`src/hdl/sdr_ctrl_cfg.svh`:
```
`ifndef SDR_CTRL_CFG_SVH
`define SDR_CTRL_CFG_SVH

// CAS latency, also written into the mode register
`define SDR_CL            3'd2

// Wait counts in clock cycles
`define SDR_T_RCD         4'd3
`define SDR_T_RP          4'd3
`define SDR_T_RFC         4'd7
`define SDR_INIT_WAIT     16'd200
`define SDR_REF_INTERVAL  12'd390

// SDRAM address fields
`define SDR_ROW_W         13
`define SDR_COL_W         9
`define SDR_BA_W          2

`define SDR_DQ_W          16
`define SDR_WB_DAT_W      32
`define SDR_DQM_W         (`SDR_DQ_W / 8)
`define SDR_WB_SEL_W      (`SDR_WB_DAT_W / 8)

// Word address is bank, row, column pair
`define SDR_WB_ADR_W      (`SDR_BA_W + `SDR_ROW_W + `SDR_COL_W - 1)

`endif

```
`src/hdl/sdr_ctrl_pkg.sv`:
```
package sdr_ctrl_pkg;

   // Pin order is cs_n, ras, cas, we
   typedef enum logic [3:0] {
      LOAD_MODE = 4'b0000,
      REFRESH   = 4'b0001,
      PRECHARGE = 4'b0010,
      ACTIVE    = 4'b0011,
      WRITE     = 4'b0100,
      READ      = 4'b0101,
      NOP       = 4'b0111,
      INHIBIT   = 4'b1111
   } sdr_cmd_e;

   typedef enum logic [3:0] {
      ST_INIT_WAIT,
      ST_INIT_REF1,
      ST_INIT_REF2,
      ST_INIT_LMR,
      ST_IDLE,
      ST_ACT,
      ST_OPEN,
      ST_WR_LO,
      ST_RD_WAIT
   } sdr_state_e;

   typedef enum logic [2:0] {
      CLASSIC = 3'b000,
      INCR    = 3'b010,
      END     = 3'b111
   } wb_cti_e;

   typedef enum logic [1:0] {
      LINEAR = 2'b00,
      WRAP4  = 2'b01
   } wb_bte_e;

endpackage

```
`src/hdl/sdr_req_if.sv`:
```
`include "sdr_ctrl_cfg.svh"

interface sdr_req_if;
   logic                      req;
   logic                      we;
   logic [`SDR_WB_ADR_W-1:0]  adr;
   logic [`SDR_WB_DAT_W-1:0]  wdat;
   logic [`SDR_WB_SEL_W-1:0]  sel;
   sdr_ctrl_pkg::wb_cti_e     cti;
   sdr_ctrl_pkg::wb_bte_e     bte;
   logic                      beat_done;
   logic                      rdat_vld;

   modport master (
      output req, we, adr, wdat, sel, cti, bte,
      input  beat_done, rdat_vld
   );

   modport slave (
      input  req, we, adr, wdat, sel, cti, bte,
      output beat_done, rdat_vld
   );

   // Burst address generator only looks
   modport burst (
      input adr, cti, bte
   );
endinterface

```
`src/hdl/sdr_wb_port.sv`:
```
`include "sdr_ctrl_cfg.svh"

module sdr_wb_port (
   input  logic                      sdram_clk_0,
   input  logic                      wb_rst,
   input  logic [`SDR_WB_ADR_W-1:0]  wb_adr_i,
   input  logic [`SDR_WB_DAT_W-1:0]  wb_dat_i,
   input  logic [`SDR_WB_SEL_W-1:0]  wb_sel_i,
   input  logic                      wb_we_i,
   input  logic                      wb_stb_i,
   input  logic                      wb_cyc_i,
   input  logic [2:0]                wb_cti_i,
   input  logic [1:0]                wb_bte_i,
   output logic [`SDR_WB_DAT_W-1:0]  wb_dat_o,
   output logic                      wb_ack_o,
   sdr_req_if.master                 req,
   input  logic [`SDR_WB_DAT_W-1:0]  rdat_i,
   input  logic                      rdat_vld_i
);

   logic wb_active;

   assign wb_active = wb_cyc_i && wb_stb_i;

   always_ff @(posedge sdram_clk_0 or posedge wb_rst) begin
      if (wb_rst) begin
         req.req  <= 1'b0;
         wb_ack_o <= 1'b0;
      end else begin
         wb_ack_o <= req.beat_done && wb_active;
         if (req.beat_done || !wb_active) begin
            req.req <= 1'b0;
         // Skip the acked beat still on the bus
         end else if (!req.req && !wb_ack_o) begin
            req.req <= 1'b1;
         end
      end
   end

   // Fields follow the bus until the request is raised
   always_ff @(posedge sdram_clk_0) begin
      if (!req.req) begin
         req.we   <= wb_we_i;
         req.adr  <= wb_adr_i;
         req.wdat <= wb_dat_i;
         req.sel  <= wb_sel_i;
         req.cti  <= sdr_ctrl_pkg::wb_cti_e'(wb_cti_i);
         req.bte  <= sdr_ctrl_pkg::wb_bte_e'(wb_bte_i);
      end
      if (rdat_vld_i && req.rdat_vld) begin
         wb_dat_o <= rdat_i;
      end
   end

endmodule

```
`src/hdl/sdr_burst_adr.sv`:
```
`include "sdr_ctrl_cfg.svh"

module sdr_burst_adr (
   input  logic                    sdram_clk_0,
   input  logic                    wb_rst,
   sdr_req_if.burst                req,
   input  logic                    init_i,
   input  logic                    inc_i,
   output logic [`SDR_COL_W-2:0]   burst_col_o,
   output logic                    done_o
);

   logic [1:0] beat_cnt;

   always_ff @(posedge sdram_clk_0 or posedge wb_rst) begin
      if (wb_rst) begin
         burst_col_o <= '0;
         beat_cnt    <= 2'd0;
      end else if (init_i) begin
         burst_col_o <= req.adr[`SDR_COL_W-2:0];
         beat_cnt    <= 2'd0;
      end else if (inc_i) begin
         beat_cnt <= beat_cnt + 2'd1;
         if (req.bte == sdr_ctrl_pkg::WRAP4) begin
            // Upper bits stay, low pair wraps
            burst_col_o[1:0] <= burst_col_o[1:0] + 2'd1;
         end else begin
            burst_col_o <= burst_col_o + 1'b1;
         end
      end
   end

   assign done_o = (req.cti == sdr_ctrl_pkg::CLASSIC) ||
                   (req.cti == sdr_ctrl_pkg::END) ||
                   (req.bte == sdr_ctrl_pkg::WRAP4 && beat_cnt == 2'd3);

endmodule

```
`src/hdl/sdr_cmd_fsm.sv`:
```
`include "sdr_ctrl_cfg.svh"

module sdr_cmd_fsm (
   input  logic                    sdram_clk_0,
   input  logic                    wb_rst,
   sdr_req_if.slave                req,
   input  logic [`SDR_COL_W-2:0]   burst_col_i,
   input  logic                    done_i,
   output logic                    adr_init_o,
   output logic                    adr_inc_o,
   output logic                    dq_hi_o,
   output logic                    dq_lo_o,
   output logic                    read_strobe_o,
   output sdr_ctrl_pkg::sdr_cmd_e  cmd_o,
   output logic [`SDR_BA_W-1:0]    ba_o,
   output logic [`SDR_ROW_W-1:0]   a_o,
   output logic [`SDR_DQM_W-1:0]   dqm_o
);

   // A10 set selects all banks
   localparam logic [`SDR_ROW_W-1:0] A_PRE_ALL = {{(`SDR_ROW_W-11){1'b0}}, 1'b1, 10'd0};
   // Burst length 2, sequential, CAS latency
   localparam logic [`SDR_ROW_W-1:0] MODE_WORD = {{(`SDR_ROW_W-7){1'b0}}, `SDR_CL, 1'b0, 3'b001};

   sdr_ctrl_pkg::sdr_state_e state;
   logic [15:0] wait_cnt;
   logic [11:0] ref_cnt;
   logic        ref_pend;
   logic        ref_issue;
   logic        last_q;
   logic        wait_done;
   logic        new_beat;
   logic        start;
   logic        issue;

   assign wait_done = wait_cnt == 16'd0;
   // Request still high in the done cycle belongs to the old beat
   assign new_beat  = req.req && !req.beat_done;
   assign ref_issue = state == sdr_ctrl_pkg::ST_IDLE && wait_done && ref_pend;
   assign start     = state == sdr_ctrl_pkg::ST_IDLE && wait_done && !ref_pend && new_beat;
   assign issue     = (state == sdr_ctrl_pkg::ST_ACT && wait_done) ||
                      (state == sdr_ctrl_pkg::ST_OPEN && wait_done && !ref_pend && new_beat);

   assign adr_init_o = start && last_q;
   assign adr_inc_o  = issue;
   // One cycle early so the high half meets WRITE
   assign dq_hi_o    = issue && req.we;
   assign dq_lo_o    = state == sdr_ctrl_pkg::ST_WR_LO;

   always_ff @(posedge sdram_clk_0 or posedge wb_rst) begin
      if (wb_rst) begin
         ref_cnt  <= `SDR_REF_INTERVAL;
         ref_pend <= 1'b0;
      end else begin
         if (ref_issue) begin
            ref_pend <= 1'b0;
         end
         if (ref_cnt == 12'd0) begin
            ref_cnt  <= `SDR_REF_INTERVAL;
            ref_pend <= 1'b1;
         end else begin
            ref_cnt <= ref_cnt - 12'd1;
         end
      end
   end

   always_ff @(posedge sdram_clk_0 or posedge wb_rst) begin
      if (wb_rst) begin
         state         <= sdr_ctrl_pkg::ST_INIT_WAIT;
         wait_cnt      <= `SDR_INIT_WAIT;
         last_q        <= 1'b1;
         cmd_o         <= sdr_ctrl_pkg::INHIBIT;
         ba_o          <= '0;
         a_o           <= '0;
         dqm_o         <= '0;
         read_strobe_o <= 1'b0;
         req.beat_done <= 1'b0;
         req.rdat_vld  <= 1'b0;
      end else begin
         cmd_o         <= sdr_ctrl_pkg::NOP;
         dqm_o         <= '0;
         read_strobe_o <= 1'b0;
         req.beat_done <= 1'b0;
         req.rdat_vld  <= 1'b0;
         if (!wait_done) begin
            wait_cnt <= wait_cnt - 16'd1;
         end
         case (state)
            sdr_ctrl_pkg::ST_INIT_WAIT: begin
               cmd_o <= sdr_ctrl_pkg::INHIBIT;
               if (wait_done) begin
                  cmd_o    <= sdr_ctrl_pkg::PRECHARGE;
                  a_o      <= A_PRE_ALL;
                  wait_cnt <= 16'(`SDR_T_RP - 1);
                  state    <= sdr_ctrl_pkg::ST_INIT_REF1;
               end
            end
            sdr_ctrl_pkg::ST_INIT_REF1: begin
               if (wait_done) begin
                  cmd_o    <= sdr_ctrl_pkg::REFRESH;
                  wait_cnt <= 16'(`SDR_T_RFC - 1);
                  state    <= sdr_ctrl_pkg::ST_INIT_REF2;
               end
            end
            sdr_ctrl_pkg::ST_INIT_REF2: begin
               if (wait_done) begin
                  cmd_o    <= sdr_ctrl_pkg::REFRESH;
                  wait_cnt <= 16'(`SDR_T_RFC - 1);
                  state    <= sdr_ctrl_pkg::ST_INIT_LMR;
               end
            end
            sdr_ctrl_pkg::ST_INIT_LMR: begin
               if (wait_done) begin
                  cmd_o    <= sdr_ctrl_pkg::LOAD_MODE;
                  ba_o     <= '0;
                  a_o      <= MODE_WORD;
                  wait_cnt <= 16'd1;
                  state    <= sdr_ctrl_pkg::ST_IDLE;
               end
            end
            sdr_ctrl_pkg::ST_IDLE: begin
               if (ref_issue) begin
                  cmd_o    <= sdr_ctrl_pkg::REFRESH;
                  wait_cnt <= 16'(`SDR_T_RFC - 1);
               end else if (start) begin
                  cmd_o    <= sdr_ctrl_pkg::ACTIVE;
                  ba_o     <= req.adr[`SDR_WB_ADR_W-1 -: `SDR_BA_W];
                  a_o      <= req.adr[`SDR_COL_W-1 +: `SDR_ROW_W];
                  wait_cnt <= 16'(`SDR_T_RCD - 1);
                  state    <= sdr_ctrl_pkg::ST_ACT;
               end
            end
            sdr_ctrl_pkg::ST_OPEN: begin
               // Row must close before a refresh
               if (wait_done && ref_pend) begin
                  cmd_o    <= sdr_ctrl_pkg::PRECHARGE;
                  a_o      <= A_PRE_ALL;
                  wait_cnt <= 16'(`SDR_T_RP - 1);
                  state    <= sdr_ctrl_pkg::ST_IDLE;
               end
            end
            sdr_ctrl_pkg::ST_WR_LO: begin
               dqm_o         <= ~req.sel[1:0];
               req.beat_done <= 1'b1;
               if (last_q) begin
                  // Write recovery, then auto-precharge
                  wait_cnt <= 16'(`SDR_T_RP + 1);
                  state    <= sdr_ctrl_pkg::ST_IDLE;
               end else begin
                  wait_cnt <= 16'd1;
                  state    <= sdr_ctrl_pkg::ST_OPEN;
               end
            end
            sdr_ctrl_pkg::ST_RD_WAIT: begin
               if (wait_done) begin
                  req.beat_done <= 1'b1;
                  req.rdat_vld  <= 1'b1;
                  if (last_q) begin
                     wait_cnt <= 16'(`SDR_T_RP - 1);
                     state    <= sdr_ctrl_pkg::ST_IDLE;
                  end else begin
                     state <= sdr_ctrl_pkg::ST_OPEN;
                  end
               end
            end
            default: begin
            end
         endcase
         if (issue) begin
            // Half 0 of the column pair, A10 on the last beat
            a_o    <= {{(`SDR_ROW_W-11){1'b0}}, done_i, {(10-`SDR_COL_W){1'b0}},
                       burst_col_i, 1'b0};
            last_q <= done_i;
            if (req.we) begin
               cmd_o <= sdr_ctrl_pkg::WRITE;
               dqm_o <= ~req.sel[3:2];
               state <= sdr_ctrl_pkg::ST_WR_LO;
            end else begin
               cmd_o         <= sdr_ctrl_pkg::READ;
               read_strobe_o <= 1'b1;
               wait_cnt      <= 16'(`SDR_CL + 1);
               state         <= sdr_ctrl_pkg::ST_RD_WAIT;
            end
         end
      end
   end

endmodule

```
`src/hdl/sdr_dq_path.sv`:
```
`include "sdr_ctrl_cfg.svh"

module sdr_dq_path (
   input  logic                      sdram_clk_0,
   input  logic                      wb_rst,
   input  logic [`SDR_WB_DAT_W-1:0]  wdat_i,
   input  logic                      dq_hi_i,
   input  logic                      dq_lo_i,
   input  logic                      read_strobe_i,
   input  logic [`SDR_DQ_W-1:0]      dq_i,
   output logic [`SDR_DQ_W-1:0]      dq_o,
   output logic                      dq_oe_o,
   output logic [`SDR_WB_DAT_W-1:0]  rdat_o,
   output logic                      rdat_vld_o
);

   localparam int RD_LAT = `SDR_CL + 2;

   logic [`SDR_DQ_W-1:0] dq_in_q;
   logic [`SDR_DQ_W-1:0] dq_in_hi_q;
   logic [RD_LAT-1:0]    rd_pipe;

   always_ff @(posedge sdram_clk_0 or posedge wb_rst) begin
      if (wb_rst) begin
         dq_o    <= '0;
         dq_oe_o <= 1'b0;
         rd_pipe <= '0;
      end else begin
         dq_oe_o <= dq_hi_i | dq_lo_i;
         if (dq_hi_i) begin
            dq_o <= wdat_i[`SDR_WB_DAT_W-1 -: `SDR_DQ_W];
         end else if (dq_lo_i) begin
            dq_o <= wdat_i[`SDR_DQ_W-1:0];
         end else begin
            dq_o <= '0;
         end
         // Strobes may overlap in flight
         rd_pipe <= {rd_pipe[RD_LAT-2:0], read_strobe_i};
      end
   end

   // High half arrives first
   always_ff @(posedge sdram_clk_0) begin
      dq_in_q    <= dq_i;
      dq_in_hi_q <= dq_in_q;
   end

   assign rdat_o     = {dq_in_hi_q, dq_in_q};
   assign rdat_vld_o = rd_pipe[RD_LAT-1];

endmodule

```
`src/hdl/sdr_ctrl_top.sv`:
```
`include "sdr_ctrl_cfg.svh"

module sdr_ctrl_top (
   input  logic                      sdram_clk_0,
   input  logic                      wb_rst,
   input  logic [`SDR_WB_ADR_W-1:0]  wb_adr_i,
   input  logic [`SDR_WB_DAT_W-1:0]  wb_dat_i,
   input  logic [`SDR_WB_SEL_W-1:0]  wb_sel_i,
   input  logic                      wb_we_i,
   input  logic                      wb_stb_i,
   input  logic                      wb_cyc_i,
   input  logic [2:0]                wb_cti_i,
   input  logic [1:0]                wb_bte_i,
   output logic [`SDR_WB_DAT_W-1:0]  wb_dat_o,
   output logic                      wb_ack_o,
   output logic [`SDR_BA_W-1:0]      ba_o,
   output logic [`SDR_ROW_W-1:0]     a_o,
   output logic                      cs_n_o,
   output logic                      ras_o,
   output logic                      cas_o,
   output logic                      we_o,
   output logic [`SDR_DQM_W-1:0]     dqm_o,
   output logic [`SDR_DQ_W-1:0]      dq_o,
   output logic                      dq_oe_o,
   output logic                      cke_o,
   input  logic [`SDR_DQ_W-1:0]      dq_i
);

   sdr_ctrl_pkg::sdr_cmd_e        cmd;
   logic [`SDR_COL_W-2:0]         burst_col;
   logic                          done;
   logic                          adr_init;
   logic                          adr_inc;
   logic                          dq_hi;
   logic                          dq_lo;
   logic                          read_strobe;
   logic [`SDR_WB_DAT_W-1:0]      rdat;
   logic                          rdat_vld;

   sdr_req_if req_bus ();

   assign {cs_n_o, ras_o, cas_o, we_o} = cmd;
   assign cke_o = 1'b1;

   sdr_wb_port sdr_wb_port_inst (
      .sdram_clk_0 (sdram_clk_0),
      .wb_rst      (wb_rst),
      .wb_adr_i    (wb_adr_i),
      .wb_dat_i    (wb_dat_i),
      .wb_sel_i    (wb_sel_i),
      .wb_we_i     (wb_we_i),
      .wb_stb_i    (wb_stb_i),
      .wb_cyc_i    (wb_cyc_i),
      .wb_cti_i    (wb_cti_i),
      .wb_bte_i    (wb_bte_i),
      .wb_dat_o    (wb_dat_o),
      .wb_ack_o    (wb_ack_o),
      .req         (req_bus.master),
      .rdat_i      (rdat),
      .rdat_vld_i  (rdat_vld)
   );

   sdr_burst_adr sdr_burst_adr_inst (
      .sdram_clk_0 (sdram_clk_0),
      .wb_rst      (wb_rst),
      .req         (req_bus.burst),
      .init_i      (adr_init),
      .inc_i       (adr_inc),
      .burst_col_o (burst_col),
      .done_o      (done)
   );

   sdr_cmd_fsm sdr_cmd_fsm_inst (
      .sdram_clk_0   (sdram_clk_0),
      .wb_rst        (wb_rst),
      .req           (req_bus.slave),
      .burst_col_i   (burst_col),
      .done_i        (done),
      .adr_init_o    (adr_init),
      .adr_inc_o     (adr_inc),
      .dq_hi_o       (dq_hi),
      .dq_lo_o       (dq_lo),
      .read_strobe_o (read_strobe),
      .cmd_o         (cmd),
      .ba_o          (ba_o),
      .a_o           (a_o),
      .dqm_o         (dqm_o)
   );

   sdr_dq_path sdr_dq_path_inst (
      .sdram_clk_0   (sdram_clk_0),
      .wb_rst        (wb_rst),
      .wdat_i        (req_bus.wdat),
      .dq_hi_i       (dq_hi),
      .dq_lo_i       (dq_lo),
      .read_strobe_i (read_strobe),
      .dq_i          (dq_i),
      .dq_o          (dq_o),
      .dq_oe_o       (dq_oe_o),
      .rdat_o        (rdat),
      .rdat_vld_o    (rdat_vld)
   );

endmodule

```
`config.mk`:
```
export PLATFORM = sky130hd
export DESIGN_NAME = sdr_ctrl_top
export DESIGN_NICKNAME = d
export VERILOG_FILES = /design/src/hdl/sdr_ctrl_pkg.sv /design/src/hdl/sdr_req_if.sv /design/src/hdl/sdr_wb_port.sv /design/src/hdl/sdr_burst_adr.sv /design/src/hdl/sdr_cmd_fsm.sv /design/src/hdl/sdr_dq_path.sv /design/src/hdl/sdr_ctrl_top.sv
export VERILOG_INCLUDE_DIRS = /design/src /design/src/hdl
export SDC_FILE = /design/constraint.sdc
export NUM_CORES = 1
export LEC_CHECK = 0
export BUFFER_PORTS_ARGS = -buffer_cell sky130_fd_sc_hd__buf_2
export CORE_ASPECT_RATIO = 0.8
export CORE_UTILIZATION = 57
export CTS_BUF_LIST = sky130_fd_sc_hd__clkbuf_4
export DETAILED_ROUTE_END_ITERATION = 6
export GPL_TIMING_DRIVEN = 0
export PLACE_DENSITY = 0.83
export REMOVE_ABC_BUFFERS = 1
export SYNTH_ARGS = -nofsm -noshare
export SYNTH_HDL_FRONTEND = slang
export SYNTH_SLANG_ARGS = --single-unit
```
`constraint.sdc`:
```
create_clock -name sdram_clk_0 -period 3.5 [get_ports sdram_clk_0]
set_clock_uncertainty 0.05 [all_clocks]
set_input_delay 0.35 -clock sdram_clk_0 [delete_from_list [all_inputs] [get_ports sdram_clk_0]]
set_output_delay 0.35 -clock sdram_clk_0 [all_outputs]
set_load 0.005 [all_outputs]
```
* Yosys cells after proc, flatten, opt, wreduce, memory -nomap -nowiden
Index checks and enable logic that the tools add are counted.
** Storage, ports and cells
- Bits in registers :: 220
- Word-level logic and storage cells :: 167
** Operators by class
- Add/subtract/negate cells :: 5
- Equality and inequality tests :: 23
- Multiplexer cells :: 66
- Bitwise logic cells :: 3
- Reductions and logical operators :: 41
** Operators with widths (number)
- 16-bit 2-to-1 mux :: 13
- 16-bit case mux with 7 select lines :: 1
- 13-bit 2-to-1 mux :: 6
- 4-bit 2-to-1 mux :: 13
- 13-bit case mux with 4 select lines :: 1
- 4-bit case mux with 8 select lines :: 1
- 2-bit 2-to-1 mux :: 10
- 4-bit case mux with 5 select lines :: 1
- 3-bit by 1-bit != test with 1-bit output, second input constant :: 6
- 1-bit logical AND :: 17
- 4-bit by 3-bit == test with 1-bit output, second input constant :: 4
- 16-bit zero test :: 1
- 8-bit 2-to-1 mux :: 2
- 16-bit by 1-bit subtractor with 16-bit output, second input constant :: 1
- 3-bit 2-to-1 mux :: 5
- 12-bit zero test :: 1
- 12-bit 2-to-1 mux :: 1
- 12-bit by 1-bit subtractor with 12-bit output, second input constant :: 1
- 1-bit 2-to-1 mux :: 9
- 9-bit AND reduction :: 1
- 9-bit nonzero test :: 1
- 8-bit by 1-bit adder with 8-bit output, second input constant :: 1
- 4-bit by 2-bit == test with 1-bit output, second input constant :: 2
- 2-bit nonzero test :: 4
- 24 further kinds :: 35

* Logic depth before layout (Yosys ltp)
Gate-level depths: netlist (run 1).
- Depth in word-level cells :: 9
- Mapped depth :: 14
- Mapped depth without buffers :: 12

* By module
A second synthesis (run 1) with hierarchy kept.
** Second synthesis, totals
- Cell total of the unflattened synthesis :: 590
- Area, all modules :: 8111.5 um^2
** Modules (own cells, without submodules)
- sdr_cmd_fsm :: times used 1, cells an instance 342, area each 3119.2 um^2, seq. area each 1466.4 um^2
- sdr_wb_port :: times used 1, cells an instance 105, area each 2999.1 um^2, seq. area each 2962.8 um^2
- sdr_dq_path :: times used 1, cells an instance 77, area each 1373.8 um^2, seq. area each 1166.1 um^2
- sdr_burst_adr :: times used 1, cells an instance 64, area each 608.1 um^2, seq. area each 250.2 um^2
- sdr_ctrl_top :: times used 1, cells an instance 2, area each 11.3 um^2, seq. area each 0.0 um^2

* Worst setup path after synthesis (run 1)
Ideal clock, no wire load.
- Kind :: reg2reg
- Start :: reg sdr_wb_port_inst.req.req
- End :: reg sdr_cmd_fsm_inst.wait_cnt[5]
- Arrival :: 2.605 ns
- Slack :: 0.710 ns
- Cell stages (with the launch flop) :: 7
- Period minus slack after synthesis :: 2.790 ns
- Cells stage by stage :: dfrtp_1 inv_1 o311ai_0 nand3_1 nor4_1 clkbuf_1 nor3_1
** On the way
- Longest elaborated chain between the ends :: 7
** Ends and longest elaborated chain
- start, declared :: line sdr_req_if.sv:15 : output req, we, adr, wdat, sel, cti, bte,
- start signal, assigned :: line sdr_wb_port.sv:27 : req.req <= 1'b0;
- start signal, assigned :: line sdr_wb_port.sv:32 : req.req <= 1'b0;
- start signal, assigned :: line sdr_wb_port.sv:35 : req.req <= 1'b1;
- 1-bit logical AND (*) :: line sdr_cmd_fsm.sv:38 : assign new_beat = req.req && !req.beat_done;
- 1-bit logical AND :: line sdr_cmd_fsm.sv:40 : assign start = state == sdr_ctrl_pkg::ST_IDLE && wait_done && !ref_pend && new_beat;
- 16-bit 2-to-1 mux :: line sdr_cmd_fsm.sv:125 : end else if (start) begin
- 16-bit 2-to-1 mux :: line sdr_cmd_fsm.sv:122 : if (ref_issue) begin
- 16-bit case mux with 7 select lines :: line sdr_cmd_fsm.sv:88 : case (state)
- 16-bit 2-to-1 mux :: line sdr_cmd_fsm.sv:174 : if (req.we) begin
- 16-bit 2-to-1 mux (*) :: line sdr_cmd_fsm.sv:169 : if (issue) begin
- end signal, assigned :: line sdr_cmd_fsm.sv:86 : wait_cnt <= wait_cnt - 16'd1;
- end signal, assigned :: line sdr_cmd_fsm.sv:94 : wait_cnt <= 16'(`SDR_T_RP - 1);
- end signal, assigned :: line sdr_cmd_fsm.sv:124 : wait_cnt <= 16'(`SDR_T_RFC - 1);
- end, declared :: line sdr_cmd_fsm.sv:26 : logic [15:0] wait_cnt;
Every way passes the cells marked *; elsewhere a longest branch is shown, timed or not.
A chain may end at the register's enable or synchronous reset.

* Final worst setup path (run 1)
- Start :: reg sdr_cmd_fsm_inst.state[2]
- End :: reg sdr_burst_adr_inst.burst_col_o[7]
** On the way
- Longest elaborated chain between the ends :: 7
** Ends and longest elaborated chain
- start, declared :: line sdr_cmd_fsm.sv:25 : sdr_ctrl_pkg::sdr_state_e state;
- start signal, assigned :: line sdr_cmd_fsm.sv:69 : state <= sdr_ctrl_pkg::ST_INIT_WAIT;
- start signal, assigned :: line sdr_cmd_fsm.sv:95 : state <= sdr_ctrl_pkg::ST_INIT_REF1;
- start signal, assigned :: line sdr_cmd_fsm.sv:102 : state <= sdr_ctrl_pkg::ST_INIT_REF2;
- 4-bit by 3-bit == test with 1-bit output (on tied branches) :: line sdr_cmd_fsm.sv:40, sdr_cmd_fsm.sv:42
- 1-bit logical AND (on tied branches) (3 in series) :: line sdr_cmd_fsm.sv:40, sdr_cmd_fsm.sv:42
- 1-bit logical AND or 1-bit logical OR (tied branches) :: line sdr_cmd_fsm.sv:44, sdr_cmd_fsm.sv:41
- 2-bit != test (no source line) or 2-bit nonzero test (tied branches)
- 2-bit AND reduction (no source line)
- end signal, assigned :: line sdr_burst_adr.sv:20 : burst_col_o <= req.adr[`SDR_COL_W-2:0];
- end signal, assigned :: line sdr_burst_adr.sv:28 : burst_col_o <= burst_col_o + 1'b1;
- end, declared :: line sdr_burst_adr.sv:9 : output logic [`SDR_COL_W-2:0] burst_col_o,
Parallel ways exist; a longest one is shown, timed or not.

==> results of run 1 <==
-- per-layer routing --
layer | track usage | vias up | part of all wire
li1 | - | 2682 | -
met1 | 0.352 | 2947 | 0.37
met2 | 0.516 | 406 | 0.50
met3 | 0.0707 | 86 | 0.093
met4 | 0.117 | 0 | 0.033
met5 | 0 | - | 0
-- area by class of cell --
type                    count  area (sq um)
flip-flops and latches    220          5850
well taps                 180           225
fillers                   748          3070
clock inverters            13          83.8
clock buffers              83           623
repair buffers            246          1720
multi-input cells         305          2110
inverters                  17          66.3
-- flip-flops by register name (all words and copies together), names as in the netlist, 2 cells and up --
name,cells
sdr_wb_port_inst.req.wdat,32
sdr_wb_port_inst.wb_dat_o,32
sdr_wb_port_inst.req.adr,23
sdr_cmd_fsm_inst.wait_cnt,16
sdr_dq_path_inst.dq_in_hi_q,16
sdr_dq_path_inst.dq_in_q,16
sdr_dq_path_inst.dq_o,16
sdr_cmd_fsm_inst.a_o,13
sdr_cmd_fsm_inst.ref_cnt,12
sdr_burst_adr_inst.burst_col_o,8
sdr_cmd_fsm_inst.cmd_o,4
sdr_cmd_fsm_inst.state,4
sdr_dq_path_inst.rd_pipe,4
sdr_wb_port_inst.req.sel,4
sdr_wb_port_inst.req.cti,3
sdr_burst_adr_inst.beat_cnt,2
sdr_cmd_fsm_inst.ba_o,2
sdr_cmd_fsm_inst.dqm_o,2
sdr_wb_port_inst.req.bte,2
-- worst register-to-register path, cell delays in order, from the launching register on --
cell and delay, ps:
sky130_fd_sc_hd__dfrtp_1 790, sky130_fd_sc_hd__nand2b_1 370, sky130_fd_sc_hd__nor2_2 720, sky130_fd_sc_hd__nand4_1 690
sky130_fd_sc_hd__nor2_1 360, sky130_fd_sc_hd__a31oi_1 80
-- power breakdown --
group | internal, mW | switching, mW
registers | 3.13 | 0.376
clock network | 1.15 | 1.05
logic | 0.902 | 1.29
-- worst max-delay path by stage --
stage / slack (ps) / end / start
floorplan: 340 / sdr_cmd_fsm_inst.wait_cnt[10]$_DFF_PP0_ / sdr_wb_port_inst.req.req$_DFFE_PP0P_
finish: 320 / sdr_burst_adr_inst.burst_col_o[7]$_DFFE_PP0P_ / sdr_cmd_fsm_inst.state[2]$_DFFE_PP0P_
CTS: 40 / sdr_cmd_fsm_inst.wait_cnt[0]$_DFF_PP0_ / sdr_cmd_fsm_inst.wait_cnt[0]$_DFF_PP0_
detailed placement: -550 / sdr_cmd_fsm_inst.a_o[3]$_DFFE_PP0P_ / sdr_cmd_fsm_inst.wait_cnt[0]$_DFF_PP0_
global route: 60 / sdr_burst_adr_inst.burst_col_o[4]$_DFFE_PP0P_ / sdr_cmd_fsm_inst.state[2]$_DFFE_PP0P_
global placement: -600 / sdr_cmd_fsm_inst.wait_cnt[8]$_DFF_PP0_ / sdr_wb_port_inst.req.req$_DFFE_PP0P_
-- repair_timing --
item                       in CTS  in global routing
setup buffers                   2                  0
setup endpoints to repair      24                 38
hold endpoints to repair      109                  0
pin swaps                       1                  0
gates resized for setup         2                  5
hold buffers                   85                  0
-- logic make-up after synthesis --
family / count (synthesis)
xor gates and xnor gates: 22
and+or+nand+nor: 151
AOI/OAI and AO/OA: 110
DFF: 220
buffers and inverters: 43
other: 1
muxes: 14
adders and majority gates: 7
-- cell usage after synthesis (all sizes together), types with 4 or more instances --
| cell type | instances | share of area |
|---|---|---|
| and2 | 5 | 0.0039 |
| a21oi | 16 | 0.0099 |
| nand2b | 4 | 0.0031 |
| nor3b | 4 | 0.0043 |
| nor2b | 4 | 0.0031 |
| a211oi | 4 | 0.0043 |
| dfrtp | 79 | 0.24 |
| a31oi | 10 | 0.0077 |
| a22o | 23 | 0.025 |
| dfxtp | 32 | 0.079 |
| o21ai | 18 | 0.011 |
| or4 | 5 | 0.0046 |
| or3 | 6 | 0.0046 |
| ha | 7 | 0.011 |
| o31ai | 4 | 0.0037 |
| xor2 | 10 | 0.011 |
| clkbuf | 16 | 0.0076 |
| buf | 10 | 0.0094 |
| nand3 | 11 | 0.0068 |
| dfstp | 12 | 0.039 |
| nor4 | 11 | 0.014 |
| nor3 | 24 | 0.015 |
| mux2i | 5 | 0.0062 |
| nor2 | 34 | 0.016 |
| o211ai | 4 | 0.0037 |
| nand4 | 4 | 0.0031 |
| xnor2 | 12 | 0.013 |
| mux2 | 9 | 0.012 |
| o22ai | 7 | 0.0054 |
| edfxtp | 97 | 0.36 |
| inv | 17 | 0.0079 |
| nand2 | 24 | 0.011 |
-- through the flow --
stage | util | total power, mW | cells | cell area (sq um)
2_1_floorplan | - | 4.74 | 542 | 7970
3_3_place_gp | 0.653 | 5.31 | 877 | 8970
3_5_place_dp | 0.659 | 5.44 | 881 | 9060
4_1_cts | 0.775 | 7.70 | 1064 | 10700
5_1_grt | 0.777 | 8.28 | 1064 | 10700
6_report | 0.777 | 7.90 | 1064 | 10700
==> tab_implementation.tex, run 1 <==
\begin{tabular}{lr}
\hline
Metric & Value \\
\hline
\multicolumn{2}{l}{\textbf{Run status}} \\
Outcome & finished, final reports clean \\
\multicolumn{2}{l}{\textbf{Global route}} \\
Pin count of the biggest net entering global routing & 66 \\
Gr ovfl total & 0 \\
Number of antenna violations at the first check in global routing & 0 \\
Number of global-route vias before repair & 6463 \\
Global router's overall resource usage & 0.294 \\
First-pass GRT wire length & 32.6 mm \\
\multicolumn{2}{l}{\textbf{Flow run}} \\
Max-Cap Viols & 0 \\
\multicolumn{2}{l}{\textbf{Logic synthesis}} \\
Ys flop type & sky130\_fd\_sc\_hd\_\_edfxtp\_1 \\
Number of flops mapped to enable cells by yosys & 97 \\
Register area share after synthesis & 0.721 \\
Multiplexer area fraction after synthesis & 0.0187 \\
Yosys reg bits & 220 \\
Dominant combinational cell family by area after synthesis & simple AND/OR/NAND/NOR gates \\
Mean instance size in the synthesized netlist & 14.3 sq um \\
Synthesized-area fraction occupied by and/or/nand/nor cells & 0.104 \\
Synth warnings & 0 \\
Fraction of registers with async set/reset & 0.414 \\
Mapped Cells & 568 \\
Adder-cell share of the synthesized area & 0.0108 \\
Xor and xnor area share after synthesis & 0.0238 \\
Cell area after technology mapping & 8110 sq um \\
Area fraction in compound gates after synthesis & 0.0964 \\
Netlist cell types & 67 \\
\multicolumn{2}{l}{\textbf{Timing}} \\
Actual transition at the worst max-transition pin & 886 ps \\
RSZ-0062 raised after global routing & false \\
Maximum clock frequency & 0.314 GHz \\
Total of endpoints with negative setup slack in the final report & 0 \\
Worst slew margin & 0.408 \\
Setup tns final & 0 ps \\
Final count of pins violating max slew & 0 \\
Minimum setup slack in the final design & 315 ps \\
Total count of hold-check failures in the final report & 0 \\
Part of the cycle the worst path needs & 0.910 \\
Period minus WS final & 3180 ps \\
Hold slack & 225 ps \\
\multicolumn{2}{l}{\textbf{Placement}} \\
Final Wtd Congestion & 0.934 \\
Half-perimeter wire length after placement & 10.7 mm \\
Count of buffers from port buffering & 155 \\
Post-placement setup slack & -551 ps \\
\multicolumn{2}{l}{\textbf{Routing}} \\
Via count & 6121 \\
Detailed Route Iter0 Violations & 590 \\
Final wirelength & 20.8 mm \\
Detail-routed net length per standard cell & 19.6 um \\
Number of antenna-violating nets in the routed design & 0 \\
Drt via density & 5.75 \\
DRC violation count after routing & 0 \\
Number of iterations in the first detailed-routing pass & 7 \\
\multicolumn{2}{l}{\textbf{Setup path}} \\
End of the worst register-to-register path & sdr\_burst\_adr\_inst.burst\_col\_o[7]\$\_DFFE\_PP0P\_ \\
Cell with the biggest individual delay on the critical path & sky130\_fd\_sc\_hd\_\_dfrtp\_1 \\
Sum of buffers and inverters on the critical path & 0 \\
CP Class & flip-flop to flip-flop \\
CP startpoint kind & flip-flop \\
Data required time at the worst endpoint & 3910 ps \\
Worst Setup End Kind & flip-flop \\
Crit path largest cell delay & 790 ps \\
Largest fanout on the critical path & 21 \\
Cells along the critical path & nand2b\_1 > nor2\_2 > nand4\_1 > nor2\_1 > a31oi\_1 \\
CP Data Arrival Time & 3590 ps \\
Worst R2R Start & sdr\_cmd\_fsm\_inst.state[2]\$\_DFFE\_PP0P\_ \\
Number of cell instances on the worst register-to-register path & 5 \\
Instance count on the critical path & 5 \\
Flop-to-flop setup slack & 320 ps \\
Delay-heaviest family, CP & simple AND/OR/NAND/NOR gates \\
\multicolumn{2}{l}{\textbf{Pwr}} \\
Leakage dissipation & 4.61 nW \\
Total power per unit cell area & 740 nW/um\^{}2 \\
Worst-case vdd ir drop & 0.412 mV \\
\multicolumn{2}{l}{\textbf{Clock tree}} \\
H-Tree Level Count & 2 \\
CTS Buf Count & 51 \\
Clk sinks & 220 \\
Maximum number of buffers from clock root to sink & 3 \\
Buffer type at the clock tree root & sky130\_fd\_sc\_hd\_\_clkbuf\_4 \\
Source-to-sink clock delay at the later pin of the worst-skew pair & 660 ps \\
Clock tree from TritonCTS & built \\
Clock slew seen by the registers of the worst setup and hold paths & 80 ps \\
\multicolumn{2}{l}{\textbf{Finish}} \\
Most frequent cells in the layout & sky130\_fd\_sc\_hd\_\_buf\_2 (155), sky130\_fd\_sc\_hd\_\_edfxtp\_1 (97), sky130\_fd\_sc\_hd\_\_dlygate4sd3\_1 (85) \\
Layout Area Growth over Synthesis & 31.6\% \\
Most common library cell in the layout ignoring fill and taps & sky130\_fd\_sc\_hd\_\_buf\_2 \\
Post-layout nets & 933 \\
Share of post-route cells with drive strength above 1 & 0.334 \\
Antenna cells & 0 \\
\multicolumn{2}{l}{\textbf{Die}} \\
Width of the chip & 135 um \\
I/O pin count & 157 \\
Die height & 109 um \\
Full die area & 14700 sq um \\
Starting density of the core & 0.590 \\
Core region area & 13700 sq um \\
Total number of placement rows & 38 \\
\multicolumn{2}{l}{\textbf{Min path}} \\
Class of the tightest hold or removal check & input port to asynchronous set/reset pin \\
\hline
\end{tabular}
(Power assumes the default switching activity.)
==> inputs of run 2 (changes only) <==
BUFFER_PORTS_ARGS = unset   (was -buffer_cell sky130_fd_sc_hd__buf_2)
CORE_UTILIZATION = 60   (was 57)
DONT_BUFFER_PORTS = 1   (was unset)
PLACE_DENSITY = 0.77   (was 0.83)
RECOVER_POWER = 25   (was unset)
==> run 2 against run 1 <==
Compared with the run above:
- core utilization fell by 1.8 points
- largest cell class unchanged
- critical path type unchanged
- first-iteration DRC count rose by 2.4%
- register-to-register slack got worse by 70 ps
- design area fell by 7.5%
==> tab_implementation.tex, run 2 (synthesis gave the netlist of run 1 again) <==
\begin{tabular}{lr}
\hline
Metric & Value \\
\hline
\multicolumn{2}{l}{\textbf{Clock tree}} \\
CTS Buf Count & 52 (was 51) \\
H-Tree Level Count & 2 (unchanged) \\
Source-to-sink clock delay at the later pin of the worst-skew pair & 640 ps (was 660 ps) \\
Clk sinks & 220 (unchanged) \\
Clock slew seen by the registers of the worst setup and hold paths & 80 ps (about the same) \\
Clock tree from TritonCTS & built (unchanged) \\
Buffer type at the clock tree root & sky130\_fd\_sc\_hd\_\_clkbuf\_4 (unchanged) \\
Maximum number of buffers from clock root to sink & 3 (unchanged) \\
\multicolumn{2}{l}{\textbf{Pwr}} \\
Leakage dissipation & 3.95 nW (was 4.61 nW) \\
Total power per unit cell area & 771 nW/um\^{}2 (was 740 nW/um\^{}2) \\
Worst-case vdd ir drop & 0.511 mV (was 0.412 mV) \\
Share of power burned in the clock network & 0.281 (was 0.279) \\
Post-layout power & 7.61 mW (was 7.90 mW) \\
Switching power as a share of total power & 0.344 (about the same) \\
Sequential Power Share & 0.469 (was 0.444) \\
Switching power & 2.62 mW (was 2.72 mW) \\
Internal power component & 4.99 mW (was 5.19 mW) \\
Combinational share of power & 0.250 (was 0.277) \\
\multicolumn{2}{l}{\textbf{Setup path}} \\
Worst Setup End Kind & flip-flop (unchanged) \\
Number of cell instances on the worst register-to-register path & 7 (was 5) \\
Cell repeated most along the worst path & sky130\_fd\_sc\_hd\_\_or4\_1 \\
Flop-to-flop setup slack & 250 ps (was 320 ps) \\
Crit path largest cell delay & 930 ps (was 790 ps) \\
Worst R2R Start & sdr\_cmd\_fsm\_inst.wait\_cnt[0]\$\_DFF\_PP0\_ (was sdr\_cmd\_fsm\_inst.state[2]\$\_DFFE\_PP0P\_) \\
Cells along the critical path & inv\_1 > ha\_1 > nor3b\_1 > nand2\_1 > or4\_1 > or4\_1 > a31oi\_1 (was nand2b\_1 > nor2\_2 > nand4\_1 > nor2\_1 > a31oi\_1) \\
CP startpoint kind & flip-flop (unchanged) \\
Data required time at the worst endpoint & 3980 ps (was 3910 ps) \\
CP Class & flip-flop to flip-flop (unchanged) \\
Cell with the biggest individual delay on the critical path & sky130\_fd\_sc\_hd\_\_or4\_1 (was sky130\_fd\_sc\_hd\_\_dfrtp\_1) \\
End of the worst register-to-register path & sdr\_burst\_adr\_inst.burst\_col\_o[7]\$\_DFFE\_PP0P\_ (unchanged) \\
Largest fanout on the critical path & 17 (was 21) \\
CP Data Arrival Time & 3740 ps (was 3590 ps) \\
\multicolumn{2}{l}{\textbf{Placement}} \\
Count of buffers from port buffering & 0 (was 155) \\
Final Wtd Congestion & 0.875 (was 0.934) \\
Post-placement setup slack & -455 ps (was -551 ps) \\
Cell total after placement & 721 (was 881) \\
Half-perimeter wire length after placement & 9.95 mm (was 10.7 mm) \\
\multicolumn{2}{l}{\textbf{Finish}} \\
Largest registers & sdr\_wb\_port\_inst.req.wdat (32), sdr\_wb\_port\_inst.wb\_dat\_o (32), sdr\_wb\_port\_inst.req.adr (23) (unchanged) \\
Most frequent cells in the layout & sky130\_fd\_sc\_hd\_\_edfxtp\_1 (97), sky130\_fd\_sc\_hd\_\_dlygate4sd3\_1 (85), sky130\_fd\_sc\_hd\_\_dfrtp\_1 (79) (was sky130\_fd\_sc\_hd\_\_buf\_2 (155), sky130\_fd\_sc\_hd\_\_edfxtp\_1 (97), sky130\_fd\_sc\_hd\_\_dlygate4sd3\_1 (85)) \\
Most common library cell in the layout ignoring fill and taps & sky130\_fd\_sc\_hd\_\_edfxtp\_1 (was sky130\_fd\_sc\_hd\_\_buf\_2) \\
Antenna cells & 0 (unchanged) \\
Multi-input combinational cell area & 2100 sq um (was 2110 sq um) \\
Share of post-route cells with drive strength above 1 & 0.182 (was 0.334) \\
Post-route insts no fill & 906 (was 1064) \\
Fill cells & 747 (was 748) \\
Layout Area Growth over Synthesis & 21.8\% (was 31.6\%) \\
Post-layout nets & 779 (was 933) \\
Area occupied by registers & 5850 sq um (unchanged) \\
\multicolumn{2}{l}{\textbf{Die}} \\
I/O pin count & 157 (unchanged) \\
Width of the chip & 132 um (was 135 um) \\
Full die area & 14000 sq um (was 14700 sq um) \\
Die height & 106 um (was 109 um) \\
Total number of placement rows & 37 (was 38) \\
Core region area & 13000 sq um (was 13700 sq um) \\
Starting density of the core & 0.623 (was 0.590) \\
\multicolumn{2}{l}{\textbf{Global route}} \\
First-pass GRT wire length & 29.1 mm (was 32.6 mm) \\
Gr ovfl total & 0 (unchanged) \\
GR Util met1 & 0.324 (was 0.352) \\
Met3 Resource Use GR & 0.0763 (was 0.0707) \\
Global-route met2 utilization & 0.467 (was 0.516) \\
Number of global-route vias before repair & 5548 (was 6463) \\
Pin count of the biggest net entering global routing & 56 (was 66) \\
Number of antenna violations at the first check in global routing & 0 (unchanged) \\
Global router's overall resource usage & 0.271 (was 0.294) \\
Most congested layer reported by global routing & met2 (unchanged) \\
\multicolumn{2}{l}{\textbf{Routing}} \\
Detail-routed net length per standard cell & 20.5 um (was 19.6 um) \\
Number of antenna-violating nets in the routed design & 0 (unchanged) \\
Final wirelength & 18.6 mm (was 20.8 mm) \\
Number of iterations in the first detailed-routing pass & 6 (was 7) \\
DRC violation count after routing & 0 (unchanged) \\
Via count & 5400 (was 6121) \\
Detailed Route Iter0 Violations & 604 (was 590) \\
Drt via density & 5.96 (was 5.75) \\
\multicolumn{2}{l}{\textbf{Timing}} \\
Actual transition at the worst max-transition pin & 917 ps (was 886 ps) \\
Part of the cycle the worst path needs & 0.930 (was 0.910) \\
RSZ-0062 raised after global routing & true (was false) \\
Total count of hold-check failures in the final report & 0 (unchanged) \\
Minimum setup slack in the final design & 246 ps (was 315 ps) \\
Setup tns final & 0 ps (unchanged) \\
Worst slew margin & 0.388 (was 0.408) \\
Total of endpoints with negative setup slack in the final report & 0 (unchanged) \\
Maximum clock frequency & 0.307 GHz (was 0.314 GHz) \\
Final count of pins violating max slew & 0 (unchanged) \\
Period minus WS final & 3250 ps (was 3180 ps) \\
\multicolumn{2}{l}{\textbf{Run status}} \\
Outcome & finished, final reports clean (unchanged) \\
\multicolumn{2}{l}{\textbf{Flow run}} \\
Max-Cap Viols & 0 (unchanged) \\
\multicolumn{2}{l}{\textbf{Min path}} \\
Class of the tightest hold or removal check & input port to asynchronous set/reset pin (unchanged) \\
\hline
\end{tabular}
[run 2: changes by cell type in the layout (fill, tap and decap cells not counted), sizes merged]
cell      previous run  this run
clkbuf              83        77
buf                161         6
clkinv               9        20
clkinvlp             2         0
inv                 18        17
[run 2: worst max-delay path by stage]
| stage | startpoint | end | slack, ps | cells past startpoint |
|---|---|---|---|---|
| 6_report | sdr_cmd_fsm_inst.wait_cnt[0]$_DFF_PP0_ | sdr_burst_adr_inst.burst_col_o[7]$_DFFE_PP0P_ | 250 | 7 |
| 5_1_grt | sdr_cmd_fsm_inst.wait_cnt[0]$_DFF_PP0_ | sdr_cmd_fsm_inst.wait_cnt[0]$_DFF_PP0_ | -40 | 12 |
| 4_1_cts | sdr_cmd_fsm_inst.wait_cnt[0]$_DFF_PP0_ | sdr_cmd_fsm_inst.wait_cnt[0]$_DFF_PP0_ | 130 | 12 |
| 3_5_place_dp | sdr_cmd_fsm_inst.wait_cnt[0]$_DFF_PP0_ | sdr_cmd_fsm_inst.a_o[4]$_DFFE_PP0P_ | -460 | 8 |
| 3_3_place_gp | sdr_wb_port_inst.req.req$_DFFE_PP0P_ | sdr_cmd_fsm_inst.wait_cnt[10]$_DFF_PP0_ | -610 | 5 |
| 2_1_floorplan | sdr_wb_port_inst.req.req$_DFFE_PP0P_ | sdr_cmd_fsm_inst.wait_cnt[10]$_DFF_PP0_ | 340 | 5 |
[run 2: power by group through the flow]
stage / Clock, mW / Sequential [mW] / Combinational (mW)
floorplan: 0 / 3.46 / 1.29
detailed placement: 0 / 3.58 / 1.69
global placement: 0 / 3.57 / 1.59
CTS: 2.11 / 3.53 / 1.81
finish: 2.14 / 3.57 / 1.90
global route: 2.30 / 3.61 / 2.05
[run 2: repair_timing]
item | in CTS | in global routing
pin swaps | 1 | 0
gates resized for setup | 3 | 2
endpoints found under the setup margin | 24 | 23
setup buffers | 2 | 0
hold buffers | 85 | 0
hold endpoints to repair | 131 | 0
[run 2: per-layer routing]
layer / routed length, um / vias to the layer above
met1: 6740 / 2613
met5: 0 / -
met3: 1610 / 68
met2: 9670 / 330
li1: - / 2389
met4: 552 / 0
[run 2: area by class of cell]
class                   instances  area share
clock buffers                  77      0.0585
clock inverters                21      0.0117
inverters                      17     0.00672
multi-input cells             305       0.213
flip-flops and latches        220       0.592
well taps                     175      0.0222
repair buffers                 91      0.0961
[run 2: through the flow]
stage	hold slack (ps)	utilization	area, sq um
final	183	0.759	9870
after global routing	162	0.759	9870
after CTS	172	0.758	9860
after detailed placement	242	0.636	8280
after global placement	279	0.630	8190
after floorplan	277	-	7970
[run 2: critical path, delay by kind of cell (launching register included)]
family          cells  cell delay (ps)
fa+ha+maj           1              270
compound gates      1              180
simple gates        4             2120
flops               1              440
buf+inv             1              110
